File: src/rtl/cpuPkg.sv
// Widths, encodings and enums of the 16-bit CPU subset; only EQ, NE, GT, LT and UC are decoded
`default_nettype none

package cpuPkg;
    localparam int dataWidth = 16;                // Data word and register width
    localparam int addrWidth = 13;                // Word address width
    localparam int memDepth  = 1 << addrWidth;    // 8K words

    typedef logic [dataWidth-1:0] dataWord;
    typedef logic [addrWidth-1:0] memAddr;
    typedef logic [3:0]           regIndex;
    typedef logic [4:0]           flagVector;

    // Flag bit positions
    localparam int flagCarry    = 0;              // Carry out of ADD, borrow of SUB
    localparam int flagLow      = 1;              // Unsigned A < B
    localparam int flagOverflow = 2;              // Signed overflow
    localparam int flagZero     = 3;
    localparam int flagNegative = 4;

    localparam memAddr ioAddress = 13'h1FFF;      // Port A sees I/O here

    // Top nibble of each instruction class
    // The arithmetic codes double as the extended op of the register form
    localparam logic [3:0] opRegister = 4'b0000;
    localparam logic [3:0] opAnd      = 4'b0001;
    localparam logic [3:0] opOr       = 4'b0010;
    localparam logic [3:0] opXor      = 4'b0011;
    localparam logic [3:0] opMemJump  = 4'b0100;  // LOAD, STOR and Jcond
    localparam logic [3:0] opAdd      = 4'b0101;
    localparam logic [3:0] opShift    = 4'b1000;
    localparam logic [3:0] opSub      = 4'b1001;
    localparam logic [3:0] opCmp      = 4'b1011;
    localparam logic [3:0] opBranch   = 4'b1100;
    localparam logic [3:0] opMov      = 4'b1101;
    localparam logic [3:0] opLui      = 4'b1111;

    // Extended op within opShift and opMemJump
    localparam logic [3:0] extLsh  = 4'b0100;
    localparam logic [3:0] extLoad = 4'b0000;
    localparam logic [3:0] extStor = 4'b0100;
    localparam logic [3:0] extJump = 4'b1100;

    typedef enum logic [2:0] {
        aluAdd, aluSub, aluAnd, aluOr, aluXor, aluMov, aluShift, aluLui
    } aluOpcode;

    typedef enum logic {resAlu, resMemory} resultSelect;

    typedef enum logic [2:0] {
        stateFetch, stateDecode, stateExecute, stateMemory, stateWriteback
    } cpuState;

    typedef enum logic [3:0] {
        condEq = 4'b0000, condNe = 4'b0001, condGt = 4'b0110,
        condLt = 4'b1100, condUc = 4'b1110
    } condCode;
endpackage

`default_nettype wire

File: src/rtl/ctrlIf.sv
// Control bundle from the FSM; combinational, so each field holds only for the current state
`default_nettype none
`timescale 1ns/1ns

interface ctrlIf import cpuPkg::*; ();
    aluOpcode    aluOp;         // ALU function
    logic        useImmediate;  // Operand B from the immediate field
    logic        zeroExtend;    // Immediate zero extended, else sign extended
    logic        regWrite;      // Write Rdst
    logic        flagSet;       // Capture ALU flags
    resultSelect resultSel;     // Writeback source
    logic        pcLoadInstr;   // Latch the fetched word into the IR
    logic        pcIncrement;
    logic        pcBranch;      // PC plus displacement
    logic        pcJump;        // PC from Rsrc
    logic        memWrite;      // Port A write
    logic        addrFromReg;   // Port A address is Rsrc, else PC

    modport controller (
        output aluOp, useImmediate, zeroExtend, regWrite, flagSet, resultSel,
        output pcLoadInstr, pcIncrement, pcBranch, pcJump, memWrite, addrFromReg
    );

    modport datapath (
        input aluOp, useImmediate, zeroExtend, regWrite, flagSet, resultSel,
        input pcLoadInstr, pcIncrement, pcBranch, pcJump, addrFromReg
    );
endinterface

`default_nettype wire

File: src/rtl/controller.sv
// Multicycle FSM; 3 cycles per instruction, 4 for LOAD; unknown opcodes only advance the PC
`default_nettype none
`timescale 1ns/1ns

module controller import cpuPkg::*; (
    input  logic      clk,
    input  logic      reset,
    ctrlIf.controller ctrl,
    input  logic [3:0] firstOp,
    input  condCode    condition,
    input  logic [3:0] extendedOp,
    input  flagVector  flags
);
    cpuState    state;
    cpuState    nextState;
    logic       condMet;        // Branch or jump is taken
    logic [3:0] arithCode;      // Arithmetic code from whichever field carries it
    logic       arithValid;
    aluOpcode   arithOp;
    logic       arithWrites;    // Result goes to Rdst
    logic       arithFlags;     // Result updates the flags
    logic       arithZext;      // Logic immediates are zero extended

    always_ff @(posedge clk) begin
        if (reset) begin
            state <= stateFetch;
        end else begin
            state <= nextState;
        end
    end

    // Flags come from a CMP of Rdst minus Rsrc
    always_comb begin
        case (condition)
            condEq:  condMet = flags[flagZero];
            condNe:  condMet = !flags[flagZero];
            condGt:  condMet = !flags[flagZero] && (flags[flagNegative] == flags[flagOverflow]);
            condLt:  condMet = flags[flagNegative] != flags[flagOverflow];
            condUc:  condMet = 1'b1;
            default: condMet = 1'b0;                     // Undecoded codes never taken
        endcase
    end

    assign arithCode = (firstOp == opRegister) ? extendedOp : firstOp;

    always_comb begin
        arithValid  = 1'b1;
        arithOp     = aluAdd;
        arithWrites = 1'b1;
        arithFlags  = 1'b0;
        arithZext   = 1'b0;
        case (arithCode)
            opAdd: arithFlags = 1'b1;
            opSub: begin
                arithOp    = aluSub;
                arithFlags = 1'b1;
            end
            opCmp: begin
                arithOp     = aluSub;                    // Subtract for flags only
                arithFlags  = 1'b1;
                arithWrites = 1'b0;
            end
            opAnd: begin
                arithOp   = aluAnd;
                arithZext = 1'b1;
            end
            opOr: begin
                arithOp   = aluOr;
                arithZext = 1'b1;
            end
            opXor: begin
                arithOp   = aluXor;
                arithZext = 1'b1;
            end
            opMov: begin
                arithOp   = aluMov;
                arithZext = 1'b1;
            end
            default: arithValid = 1'b0;
        endcase
    end

    always_comb begin
        ctrl.aluOp        = arithOp;
        ctrl.useImmediate = 1'b0;
        ctrl.zeroExtend   = 1'b0;
        ctrl.regWrite     = 1'b0;
        ctrl.flagSet      = 1'b0;
        ctrl.resultSel    = resAlu;
        ctrl.pcLoadInstr  = 1'b0;
        ctrl.pcIncrement  = 1'b0;
        ctrl.pcBranch     = 1'b0;
        ctrl.pcJump       = 1'b0;
        ctrl.memWrite     = 1'b0;
        ctrl.addrFromReg  = 1'b0;
        nextState         = stateFetch;
        case (state)
            stateFetch: nextState = stateDecode;         // Port A addresses the PC
            stateDecode: begin
                ctrl.pcLoadInstr = 1'b1;                 // Read data is the instruction now
                nextState        = stateExecute;
            end
            stateExecute: begin
                ctrl.pcIncrement = 1'b1;
                if (arithValid) begin
                    ctrl.useImmediate = (firstOp != opRegister);
                    ctrl.zeroExtend   = arithZext;
                    ctrl.regWrite     = arithWrites;
                    ctrl.flagSet      = arithFlags;
                end else if (firstOp == opLui) begin
                    ctrl.aluOp        = aluLui;
                    ctrl.useImmediate = 1'b1;
                    ctrl.zeroExtend   = 1'b1;
                    ctrl.regWrite     = 1'b1;
                end else if (firstOp == opShift && extendedOp == extLsh) begin
                    ctrl.aluOp    = aluShift;
                    ctrl.regWrite = 1'b1;
                end else if (firstOp == opMemJump) begin
                    case (extendedOp)
                        extLoad: begin
                            ctrl.addrFromReg = 1'b1;
                            nextState        = stateWriteback;
                        end
                        extStor: begin
                            ctrl.addrFromReg = 1'b1;
                            ctrl.memWrite    = 1'b1;
                        end
                        extJump: begin
                            ctrl.pcJump      = condMet;
                            ctrl.pcIncrement = !condMet;
                        end
                        default: ctrl.memWrite = 1'b0;   // Undecoded, PC advances only
                    endcase
                end else if (firstOp == opBranch) begin
                    ctrl.pcBranch    = condMet;
                    ctrl.pcIncrement = !condMet;
                end
            end
            stateWriteback: begin
                ctrl.regWrite  = 1'b1;                   // LOAD data arrived last cycle
                ctrl.resultSel = resMemory;
            end
            stateMemory: nextState = stateFetch;         // No instruction enters it
            default:     nextState = stateFetch;
        endcase
    end
endmodule

`default_nettype wire

File: src/flat_wrapper.sv
// flat-port wrapper written by rule: the top's interface ports become plain ports
module controller_flat import cpuPkg::*;
  (clk, reset, firstOp, condition, extendedOp, flags, ctrl_aluOp, ctrl_useImmediate, ctrl_zeroExtend, ctrl_regWrite, ctrl_flagSet, ctrl_resultSel, ctrl_pcLoadInstr, ctrl_pcIncrement, ctrl_pcBranch, ctrl_pcJump, ctrl_memWrite, ctrl_addrFromReg);
  ctrlIf ctrl_i ();
  input  logic clk;
  input  logic reset;
  input  logic [3:0] firstOp;
  input  condCode condition;
  input  logic [3:0] extendedOp;
  input  flagVector flags;
  output wire logic [$bits(ctrl_i.aluOp)-1:0] ctrl_aluOp;
  output wire logic [$bits(ctrl_i.useImmediate)-1:0] ctrl_useImmediate;
  output wire logic [$bits(ctrl_i.zeroExtend)-1:0] ctrl_zeroExtend;
  output wire logic [$bits(ctrl_i.regWrite)-1:0] ctrl_regWrite;
  output wire logic [$bits(ctrl_i.flagSet)-1:0] ctrl_flagSet;
  output wire logic [$bits(ctrl_i.resultSel)-1:0] ctrl_resultSel;
  output wire logic [$bits(ctrl_i.pcLoadInstr)-1:0] ctrl_pcLoadInstr;
  output wire logic [$bits(ctrl_i.pcIncrement)-1:0] ctrl_pcIncrement;
  output wire logic [$bits(ctrl_i.pcBranch)-1:0] ctrl_pcBranch;
  output wire logic [$bits(ctrl_i.pcJump)-1:0] ctrl_pcJump;
  output wire logic [$bits(ctrl_i.memWrite)-1:0] ctrl_memWrite;
  output wire logic [$bits(ctrl_i.addrFromReg)-1:0] ctrl_addrFromReg;
  assign ctrl_aluOp = ctrl_i.aluOp;
  assign ctrl_useImmediate = ctrl_i.useImmediate;
  assign ctrl_zeroExtend = ctrl_i.zeroExtend;
  assign ctrl_regWrite = ctrl_i.regWrite;
  assign ctrl_flagSet = ctrl_i.flagSet;
  assign ctrl_resultSel = ctrl_i.resultSel;
  assign ctrl_pcLoadInstr = ctrl_i.pcLoadInstr;
  assign ctrl_pcIncrement = ctrl_i.pcIncrement;
  assign ctrl_pcBranch = ctrl_i.pcBranch;
  assign ctrl_pcJump = ctrl_i.pcJump;
  assign ctrl_memWrite = ctrl_i.memWrite;
  assign ctrl_addrFromReg = ctrl_i.addrFromReg;
  controller u_core (.clk(clk), .reset(reset), .ctrl(ctrl_i), .firstOp(firstOp), .condition(condition), .extendedOp(extendedOp), .flags(flags));
endmodule
File: config.mk
export PLATFORM = sky130hd
export DESIGN_NAME = controller_flat
export DESIGN_NICKNAME = d
export VERILOG_FILES = /design/src/rtl/cpuPkg.sv /design/src/rtl/ctrlIf.sv /design/src/rtl/controller.sv /design/src/flat_wrapper.sv
export SDC_FILE = /design/constraint.sdc
export NUM_CORES = 1
export LEC_CHECK = 0
export BUFFER_PORTS_ARGS = -buffer_cell sky130_fd_sc_hd__buf_2
export CORE_UTILIZATION = 47
export DETAILED_ROUTE_END_ITERATION = 10
export PLACE_DENSITY = 0.83
export SYNTH_ARGS = -nofsm -noshare
export SYNTH_HDL_FRONTEND = slang
export SYNTH_SLANG_ARGS = --single-unit
File: constraint.sdc
create_clock -name clk -period 2.7 [get_ports clk]
set_input_delay 0 -clock clk [delete_from_list [all_inputs] [get_ports clk]]
set_output_delay 0 -clock clk [all_outputs]
set_load 0.02 [all_outputs]
; ---- After elaboration in Yosys (flattened, before gate mapping)
; Index checks and enable logic that the tools add are counted.
[classes]
n_eq_ne = 22
mux = 61
reduce_logical = 14
[op_table]
columns = cell, n
row1 = $mux 1, 47
row2 = $eq 4x4->1 const B, 9
row3 = $mux 3, 9
row4 = $eq 4x3->1 const B, 4
row5 = $pmux 3 s5, 1
row6 = $logic_not 4->1, 3
row7 = $pmux 3 s3, 1
row8 = $eq 4x1->1 const B, 2
row9 = $eq 4x2->1 const B, 2
row10 = $reduce_or 7->1, 1
row11 = $pmux 1 s5, 1
row12 = $mux 4, 1
row13 = $reduce_bool 4->1, 1
row14 = $reduce_or 2->1, 2
row15 = $reduce_or 4->1, 1
row16 = $eq 3x1->1 const B, 1
row17 = $eq 3x2->1 const B, 1
row18 = $eq 3x3->1 const B, 1
row19 = $logic_not 3->1, 1
row20 = $reduce_or 3->1, 1
row21 = $logic_and 1x1->1, 2
row22 = $logic_not 1->1, 2
row23 = $pmux 1 s2, 1
row24 = $eq 1x1->1, 1
row25 = $ne 1x1->1, 1
[totals]
register_bits = 3
input_bits = 19
output_inout_bits = 14
elab_cells = 98

; ---- Logic depth before layout (Yosys ltp)
; Gate-level depths: netlist of run 1.
[depth]
depth_word = 10
depth_mapped = 5
ltp_nobuf = 5

; ---- Worst setup path after synthesis of run 1
; OpenSTA, ideal clock, no wires.
[synth_timing]
path_kind = reg2out
from = register u_core.state[1]
to = output port ctrl_pcBranch
arrival_ps = 1496
required_ps = 2700
path_slack_ps = 1204
stages_incl_launch_ff = 3
path_buffers = 0
cell_sequence = dfxtp_1 or3b_4 nor4_1
[synth_between]
elab_chain_len = 2
[synth_rtl]
columns = element, line_no
row1 = "start, declared", controller.sv:14  ; cpuState state;
row2 = "start signal, assigned", controller.sv:26  ; state <= stateFetch;
row3 = "start signal, assigned", controller.sv:28  ; state <= nextState;
row4 = $eq 3x2->1, controller.sv:97  ; case (state)
row5 = $mux 1, controller.sv:97
row6 = "end, declared", flat_wrapper.sv:19  ; output wire logic [$bits(ctrl_i.pcBranch)-1:0] ctrl_pcBranch;
; No other way between the ends.

; ---- Final worst setup path of run 1
[layout_timing]
from = register u_core.state[1]
to = output port ctrl_regWrite
[layout_between]
elab_chain_len = 2
word_cells_on_any_way = 3
cone_classes = eq/ne: 2 / mux: 1
[layout_rtl]
columns = element, line_no
row1 = $eq 3x3->1 / $eq 3x2->1 (equally long branches), controller.sv:97
row2 = $pmux 1 s2 *, controller.sv:97
row3 = "end, declared", flat_wrapper.sv:14  ; output wire logic [$bits(ctrl_i.regWrite)-1:0] ctrl_regWrite;
; Mark *: on every way between the ends. The rest lies on a longest branch, timed or not.

==> flow_summary.ini, run 1 <==
[finish]
final_util_pct = 66.9
reg_top3 = u_core.state: 3 flops
drive_above_1_share_pct = 38.3
seq_area_um2 = 60.1
syn2layout_area_growth_pct = 25.5
fin_area_um2 = 783
final_common_cell = buf_2
diodes = 0
most-common-layout-cells = 30 x buf_2, 11 x nor2_1, 6 x o21ai_0, 5 x nand2_1
finish.net_count = 135
regMostFlops = u_core.state
fillers = 103
multi_input_area_um2 = 504
largest_register_ffs = 3

[timing]
tightest_slew_ps = 650
setup_viol = 0
setup_tns_ps = 0
fin_worst_skew_ps = 2.69
slew_headroom_pct = 56.6
hold_slack_ps = 79.0
fmax_ghz = 0.573
maxSlewViolCount = 0
hold_viol_final = 0
rsz0062_at_grt = no
period_needed_ps = 1740
fin_crit_sh_pct = 64.6
setup_ws_ps = 956

[floorplanning]
num_io_pins = 33
initial_core_util_pct = 53.3
die_x_um = 38.4
die_h_um = 38.4
rows = 12
die_area_um2 = 1480
core_um2 = 1170

[global_route]
grt_max_degree = 14
grt-ovfl-total = 0
grt_pass1_vias = 631
track_usage_pct = 23.4
grt_first_pass_wirelength_mm = 2.44
antenna_found_initial = 0

[placement]
dp_hpwl_mm = 1.20
port_buffers = 30
place_congestion = 0.819
dp_slack_ps = 1190
placed_area_um2 = 747

[setup_path]
rrSetupSlack_ps = 1300
cp_max_fo = 5
ff2ff_path_depth = 3
crit_buf_inv = 1
cp-end-kind = output port
slowest_delay_ps = 570
crit_chain = nor3b_1 > o41ai_1 > a22oi_1 > buf_2
crit_slowest_cell = nor3b_1
path_delay_family = simple AND/OR/NAND/NOR gates
worstPathArrival_ps = 1740
path_class = flip-flop to output port
start_kind = flip-flop
worstReg2RegStart = u_core.state[1]$_SDFF_PP0_
worst_ep_required_time_ps = 2700
r2r-end = u_core.state[2]$_SDFF_PP0_

[power]
peakVddDrop_mv = 0.295
p_leak_nw = 0.372
power.density_nw_per_um2 = 296

[clock_tree]
clkSlewWorstSetupHoldPaths_ps = 40
clockRootBuffer = clkbuf_4
cts-resized-gates = 0
clkLatencyLatePin_ps = 230
cts_buffer_depth = 2
cts_buffers = 3
cts_tree = yes
cts_sinks = 3
htreeDepth = 1

[synthesis]
synth-seq-cells = 3
netlist_area_um2 = 624
yosysUniqueCellTypes = 39
netlist_instances = 85
syn_area_per_cell_um2 = 7.35
synth_warnings = 0
ys_seq_area_share_pct = 9.62
syn-num-nets = 104

[route]
avgRoutedWirePerCell_um = 12.5
wirelength_mm = 1.61
vias_per_cell = 5.84
antenna_left = 0
vias = 753
drt_first_pass_iters = 4
drt_iter0_drc = 14
route.detailed.drc = 0

[min_path]
hold_start = extendedOp[2]
hold_path_depth = 2
hold_class = primary input to flip-flop
hold_end = u_core.state[2]$_SDFF_PP0_

[outcome]
status = completed

[run]
drv_cap = 0
-- synth_stat cells --
| cell type | instances | area share [%] |
|---|---|---|
| a211oi_1 | 2 | 2.4 |
| a211oi_2 | 1 | 2.0 |
| a21oi_1 | 4 | 3.2 |
| a22o_1 | 2 | 2.8 |
| a22oi_1 | 2 | 2.4 |
| a2bb2oi_1 | 1 | 1.4 |
| a31o_2 | 1 | 1.4 |
| a31oi_1 | 1 | 1.0 |
| a31oi_2 | 1 | 2.0 |
| a41o_1 | 1 | 1.6 |
| and2_1 | 1 | 1.0 |
| and3_1 | 2 | 2.0 |
| and3_2 | 1 | 1.2 |
| buf_4 | 3 | 3.6 |
| buf_6 | 2 | 3.6 |
| dfxtp_1 | 3 | 9.6 |
| inv_1 | 4 | 2.4 |
| mux2_2 | 1 | 1.8 |
| nand2_1 | 5 | 3.0 |
| nand3_1 | 2 | 1.6 |
| nand4_1 | 1 | 1.0 |
| nor2_1 | 11 | 6.6 |
| nor2b_1 | 2 | 2.0 |
| nor3_1 | 2 | 1.6 |
| nor3b_1 | 4 | 4.8 |
| nor4_1 | 3 | 3.0 |
| nor4_4 | 1 | 3.4 |
| nor4b_4 | 1 | 3.8 |
| o211ai_1 | 1 | 1.2 |
| o21a_1 | 2 | 2.4 |
| o21ai_0 | 6 | 4.8 |
| o21ai_1 | 1 | 0.80 |
| o31a_1 | 1 | 1.4 |
| o41ai_1 | 1 | 1.4 |
| or2_2 | 2 | 2.0 |
| or3b_4 | 1 | 1.8 |
| or4b_4 | 1 | 2.2 |
| xnor2_1 | 3 | 4.2 |
| xor2_1 | 1 | 1.4 |
-- where the power goes --
| part | internal (mW) | total (mW) | switching, mW |
|---|---|---|---|
| combinational | 0.0435 | 0.105 | 0.0615 |
| clock | 0.0553 | 0.0776 | 0.0223 |
| sequential | 0.0471 | 0.0495 | 0.00242 |
| total | 0.146 | 0.232 | 0.0862 |
-- stage by stage --
stage | power, mW | instances
3_5_place_dp | 0.152 | 124
3_3_place_gp | 0.150 | 124
6_report | 0.232 | 129
2_1_floorplan | 0.126 | 85
4_1_cts | 0.234 | 129
5_1_grt | 0.247 | 129
-- logic make-up after synthesis --
| group | after synthesis | share of synthesized area [%] |
|---|---|---|
| AO/OA/AOI/OAI | 28 | 32.3 |
| XOR/XNOR | 4 | 5.61 |
| multiplexers | 1 | 1.80 |
| flip-flops | 3 | 9.62 |
| buffers and inverters | 9 | 9.62 |
| AND/OR/NAND/NOR | 40 | 41.1 |
-- worst max path at each step --
stage | slack, ps | to | cells past startpoint | from
after floorplan | 1200 | ctrl_pcBranch | 2 | u_core.state[1]$_SDFF_PP0_
after global placement | 1250 | ctrl_regWrite | 4 | u_core.state[1]$_SDFF_PP0_
after detailed placement | 1190 | ctrl_regWrite | 4 | u_core.state[1]$_SDFF_PP0_
after CTS | 940 | ctrl_regWrite | 4 | u_core.state[1]$_SDFF_PP0_
after global routing | 790 | ctrl_regWrite | 4 | u_core.state[1]$_SDFF_PP0_
final | 960 | ctrl_regWrite | 4 | u_core.state[1]$_SDFF_PP0_
-- per-layer routing --
layer	part of all wire, %	global-route usage (%)	vias to the layer above
li1	-	-	381
met1	45	25.2	343
met2	49	43.2	27
met3	4.6	4.07	2
met4	0.93	11.2	0
met5	0	0	-
-- repair_timing --
item | 4_1_cts | 5_1_grt
setup buffers | 0 | 0
hold endpoints to repair | 3 | 0
hold buffers | 1 | 0
-- layout make-up --
| class | instances | share of cell area [%] |
|---|---|---|
| Clock buffer | 4 | 3.35 |
| Inverter | 4 | 1.92 |
| Multi-Input combinational cell | 73 | 64.4 |
| Sequential cell | 3 | 7.67 |
| Tap cell | 14 | 2.24 |
| Timing Repair Buffer | 31 | 20.4 |
Power figures use the tool's default switching activity.
==> run 2, diff against run 1 <==
- CORE_UTILIZATION: 47 -> 39
- PLACE_DENSITY: 0.83 -> 0.74
- clock period: 2.7 -> 1.45 ns (I/O delays scaled with it)
==> run 2 against run 1 <==
Compared with the run above: the flow now finishes with violations (DRC, setup timing); clock skew down 1.8 ps; sequential power up 85%; total power up 110%; die area up 19%; worst setup slack worse by 1000 ps; sequential cell count unchanged; largest power group unchanged; highest routed layer unchanged.
==> flow_summary.ini, run 2 (synthesis gave the netlist of run 1 again) <==
[global_route]
grt_util_met3_pct = 5.60
grt_pass1_vias = 737
grt_max_degree = 13
grt_first_pass_wirelength_mm = 3.02
track_usage_pct = 22.7
top_usage_layer = met2
use_met2_pct = 38.1
met1_usage_pct = 25.3
grt-ovfl-total = 0
antenna_found_initial = 0

[power]
power_uw = 483
p_leak_nw = 0.431
power.density_nw_per_um2 = 531
peakVddDrop_mv = 0.300

[run]
drv_cap = 0

[route]
route.detailed.drc = 1
drt_first_pass_iters = 7
avgRoutedWirePerCell_um = 13.3
antenna_left = 0
drt_iter0_drc = 19
vias = 810
wirelength_mm = 1.87
vias_per_cell = 5.74

[floorplanning]
rows = 14
core_um2 = 1510
num_io_pins = 33
die_area_um2 = 1760
die_h_um = 42.0
initial_core_util_pct = 41.4
die_x_um = 42.0

[clock_tree]
clkLatencyLatePin_ps = 250
clkSlewWorstSetupHoldPaths_ps = 40
htreeDepth = 1
cts_buffers = 3
clockRootBuffer = clkbuf_4
cts_tree = yes
cts_sinks = 3
cts_buffer_depth = 2

[setup_path]
path_class = flip-flop to output port
worst_ep_required_time_ps = 1450
slowest_delay_ps = 440
path_delay_family = simple AND/OR/NAND/NOR gates
worstPathArrival_ps = 1540
crit_buf_inv = 1
cp-end-kind = output port
cp_max_fo = 5
crit_chain = or3b_4 > nor2_2 > nand4_1 > nor3_2 > buf_4
crit_slowest_cell = or3b_4
start_kind = flip-flop

[placement]
port_buffers = 30
place_congestion = 0.807
dp_hpwl_mm = 1.36
dp_slack_ps = 47.4

[finish]
syn2layout_area_growth_pct = 45.7
drive_above_1_share_pct = 50.4
diodes = 0
reg_top3 = u_core.state: 3 flops
regMostFlops = u_core.state
final_common_cell = buf_2
fillers = 131
finish.net_count = 145
most-common-layout-cells = 24 x buf_2, 15 x buf_4, 10 x nor2_1, 6 x o21ai_0, 5 x nand2_1
largest_register_ffs = 3

[timing]
slew_headroom_pct = 76.9
tightest_slew_ps = 345
fmax_ghz = 0.648
period_needed_ps = 1540
setup_ws_ps = -92.5
fin_crit_sh_pct = 106
hold_viol_final = 0
setup_viol = 4
maxSlewViolCount = 0
fin_worst_skew_ps = 0.925
rsz0062_at_grt = yes

[min_path]
hold_class = primary input to flip-flop

[outcome]
status = finished, violations left
violations = DRC, setup timing
==> run 2: cell types whose count changed in the layout (fill, tap and decap cells not counted), sizes merged <==
cell,previous run,this run
buf,30,40
==> run 2: cell type report <==
cell class	instances	area, um2	share of cell area [%]
inverter	4	15.0	1.65
tap	16	20.0	2.20
sequential	3	63.8	7.02
timing repair buffer	41	254	27.9
multi-input combinational	73	531	58.3
clock buffer	4	26.3	2.89
==> run 2: layer usage <==
layer | up-vias | share of wire (%)
met2 | 35 | 49
met5 | - | 0
li1 | 402 | -
met3 | 8 | 6.1
met1 | 365 | 41
met4 | 0 | 3.9
==> run 2: stage by stage <==
step | cells | instance area [um2] | setup TNS (ps) | hold WS (ps) | utilization (%)
3_5_place_dp | 132 | 811 | 0 | 209 | 53.8
5_1_grt | 141 | 910 | -695 | 48.3 | 60.4
3_3_place_gp | 132 | 811 | 0 | 200 | 53.8
4_1_cts | 140 | 883 | -252 | 32.9 | 58.6
6_report | 141 | 910 | -258 | 28.0 | 60.4
2_1_floorplan | 85 | 641 | -29.5 | 64.2 | -
==> run 2: final timing paths <==
path | from | endpoint | slack, ps | cells after the start
max | u_core.state[2]$_SDFF_PP0_ | ctrl_pcJump | -90 | 5
min reg2reg | u_core.state[1]$_SDFF_PP0_ | u_core.state[0]$_SDFF_PP0_ | 520 | 2
min | extendedOp[2] | u_core.state[2]$_SDFF_PP0_ | 30 | 2
max reg2reg | u_core.state[2]$_SDFF_PP0_ | u_core.state[2]$_SDFF_PP0_ | 260 | 3
==> run 2: where the power goes <==
part / switching [mW] / internal (mW)
Combinational: 0.126 / 0.104
Sequential: 0.00321 / 0.0885
Clock: 0.0569 / 0.104
==> run 2: timing repair <==
item | CTS | global route
gates resized for setup | 5 | 6
setup buffers | 3 | 1
endpoints found under the hold margin | 3 | 0
hold buffers | 1 | 0
setup endpoints to repair | 6 | 10
pin swaps | 3 | 3
==> run 3, diff against run 2 <==
- CORE_UTILIZATION: 39 -> 25
- MAX_ROUTING_LAYER: unset -> met4
- PLACE_DENSITY: 0.74 -> unset
- clock period: 1.45 -> 1.7 ns (I/O delays scaled with it)
==> run 3 against run 2 <==
Compared with the run above: the flow now finishes without violations; first-iteration DRC count decreased by 42%; critical endpoint is now ctrl_memWrite; clock-buffer cell count unchanged; largest power group unchanged; critical path type unchanged; largest cell class unchanged; combinational power decreased by 26%.
==> flow_summary.ini, run 3 (synthesis gave the netlist of run 1 again) <==
[finish]
finish.net_count = 138
final_cells = 146
most-common-layout-cells = 30 x buf_2, 11 x nor2_1, 6 x o21ai_0, 5 x nand2_1
largest_register_ffs = 3
drive_above_1_share_pct = 40.7
regMostFlops = u_core.state
final_util_pct = 36.2
syn2layout_area_growth_pct = 32.1
reg_top3 = u_core.state: 3 flops
fillers = 261
final_common_cell = buf_2
diodes = 0

[clock_tree]
cts_buffer_depth = 2
clkLatencyLatePin_ps = 230
htreeDepth = 1
clkSlewWorstSetupHoldPaths_ps = 40
clockRootBuffer = clkbuf_4
cts_buffers = 3
cts_sinks = 3
cts_tree = yes

[timing]
setup_tns_ps = 0
period_needed_ps = 1610
fin_worst_skew_ps = 0.918
tightest_slew_ps = 427
setup_viol = 0
slew_headroom_pct = 71.5
hold_viol_final = 0
rsz0062_at_grt = no
fin_crit_sh_pct = 94.4
maxSlewViolCount = 0
hold_slack_ps = 53.5
fmax_ghz = 0.623

[setup_path]
worst_ep_required_time_ps = 1700
cp_max_fo = 5
path_class = flip-flop to output port
worstPathArrival_ps = 1610
crit_slowest_cell = or3b_4
crit_chain = or3b_4 > nor4_4 > and2_1 > buf_2
cp-end-kind = output port
path_delay_family = simple AND/OR/NAND/NOR gates
crit_buf_inv = 1
start_kind = flip-flop
slowest_delay_ps = 450

[route]
wirelength_mm = 1.72
antenna_left = 0
drt_first_pass_iters = 4
route.detailed.drc = 0
vias_per_cell = 5.02
avgRoutedWirePerCell_um = 11.8
vias = 733
drt_iter0_drc = 11

[placement]
dp_hpwl_mm = 1.34
place_congestion = 0.823
port_buffers = 30
dpl.cell_count = 139

[power]
internal_power_uw = 237
power.density_nw_per_um2 = 453
power_uw = 374
p_switching_uw = 137
p_leak_nw = 0.386
sw_frac_of_total_pct = 36.7
seqPwrFrac_pct = 21.2
peakVddDrop_mv = 0.365
clockPowerShare_pct = 33.1
comb_power_share_pct = 45.7

[global_route]
grt_first_pass_wirelength_mm = 2.77
grt_pass1_vias = 654
antenna_found_initial = 0
grt_max_degree = 14
grt-ovfl-total = 0
track_usage_pct = 13.8

[run]
drv_cap = 0

[min_path]
hold_class = primary input to flip-flop

[outcome]
status = completed

[floorplanning]
core_um2 = 2280
num_io_pins = 33
die_x_um = 52.0
die_h_um = 52.0
initial_core_util_pct = 27.4
die_area_um2 = 2700
rows = 17
## run 3: final cells by class
cell class	instances	area [um2]	share of cell area (%)
multi-input cells	73	504	61.2
inverters	4	15.0	1.82
repair buffers	34	183	22.2
flip-flops and latches	3	61.3	7.44
well taps	28	35.0	4.25
clock buffers	4	26.3	3.19
## run 3: what timing repair did
item / CTS / global route
hold buffers: 1 / 0
buffers inserted: 0 / 2
hold endpoints to repair: 3 / 0
endpoints found under the setup margin: 0 / 1
resized for setup: 0 / 1
## run 3: per-layer routing
metal / routed length [um] / global-route usage [%]
met1: 808 / 16.8
met2: 861 / 22.9
met3: 48 / 1.75
met5: 0 / -
met4: 0 / 5.41
## run 3: worst paths after layout
path | cells after the start | endpoint | startpoint | slack [ps]
setup reg to reg | 3 | u_core.state[2]$_SDFF_PP0_ | u_core.state[0]$_SDFF_PP0_ | 370
hold / removal | 2 | u_core.state[2]$_SDFF_PP0_ | extendedOp[2] | 50
hold reg to reg | 1 | u_core.state[0]$_SDFF_PP0_ | u_core.state[1]$_SDFF_PP0_ | 440
setup / recovery | 4 | ctrl_memWrite | u_core.state[0]$_SDFF_PP0_ | 90
## run 3: through the flow
step | area, um2 | setup WS, ps
finish | 825 | 94.6
global route | 825 | 26.1
CTS | 808 | 34.4
detailed placement | 772 | 294
global placement | 772 | 315
floorplan | 624 | 204
## run 3: power groups by stage
stage | registers [mW] | clock network, mW | logic, mW
4_1_cts | 0.0786 | 0.132 | 0.167
2_1_floorplan | 0.0790 | 0 | 0.120
5_1_grt | 0.0800 | 0.142 | 0.187
3_5_place_dp | 0.0797 | 0 | 0.165
6_report | 0.0792 | 0.124 | 0.171
3_3_place_gp | 0.0793 | 0 | 0.162
## run 3: worst register-to-register path, cell delays in order (launching register included)
cell     delay, ps
dfxtp_1        330
or3b_4         450
nor4_4         290
nor3b_1        190
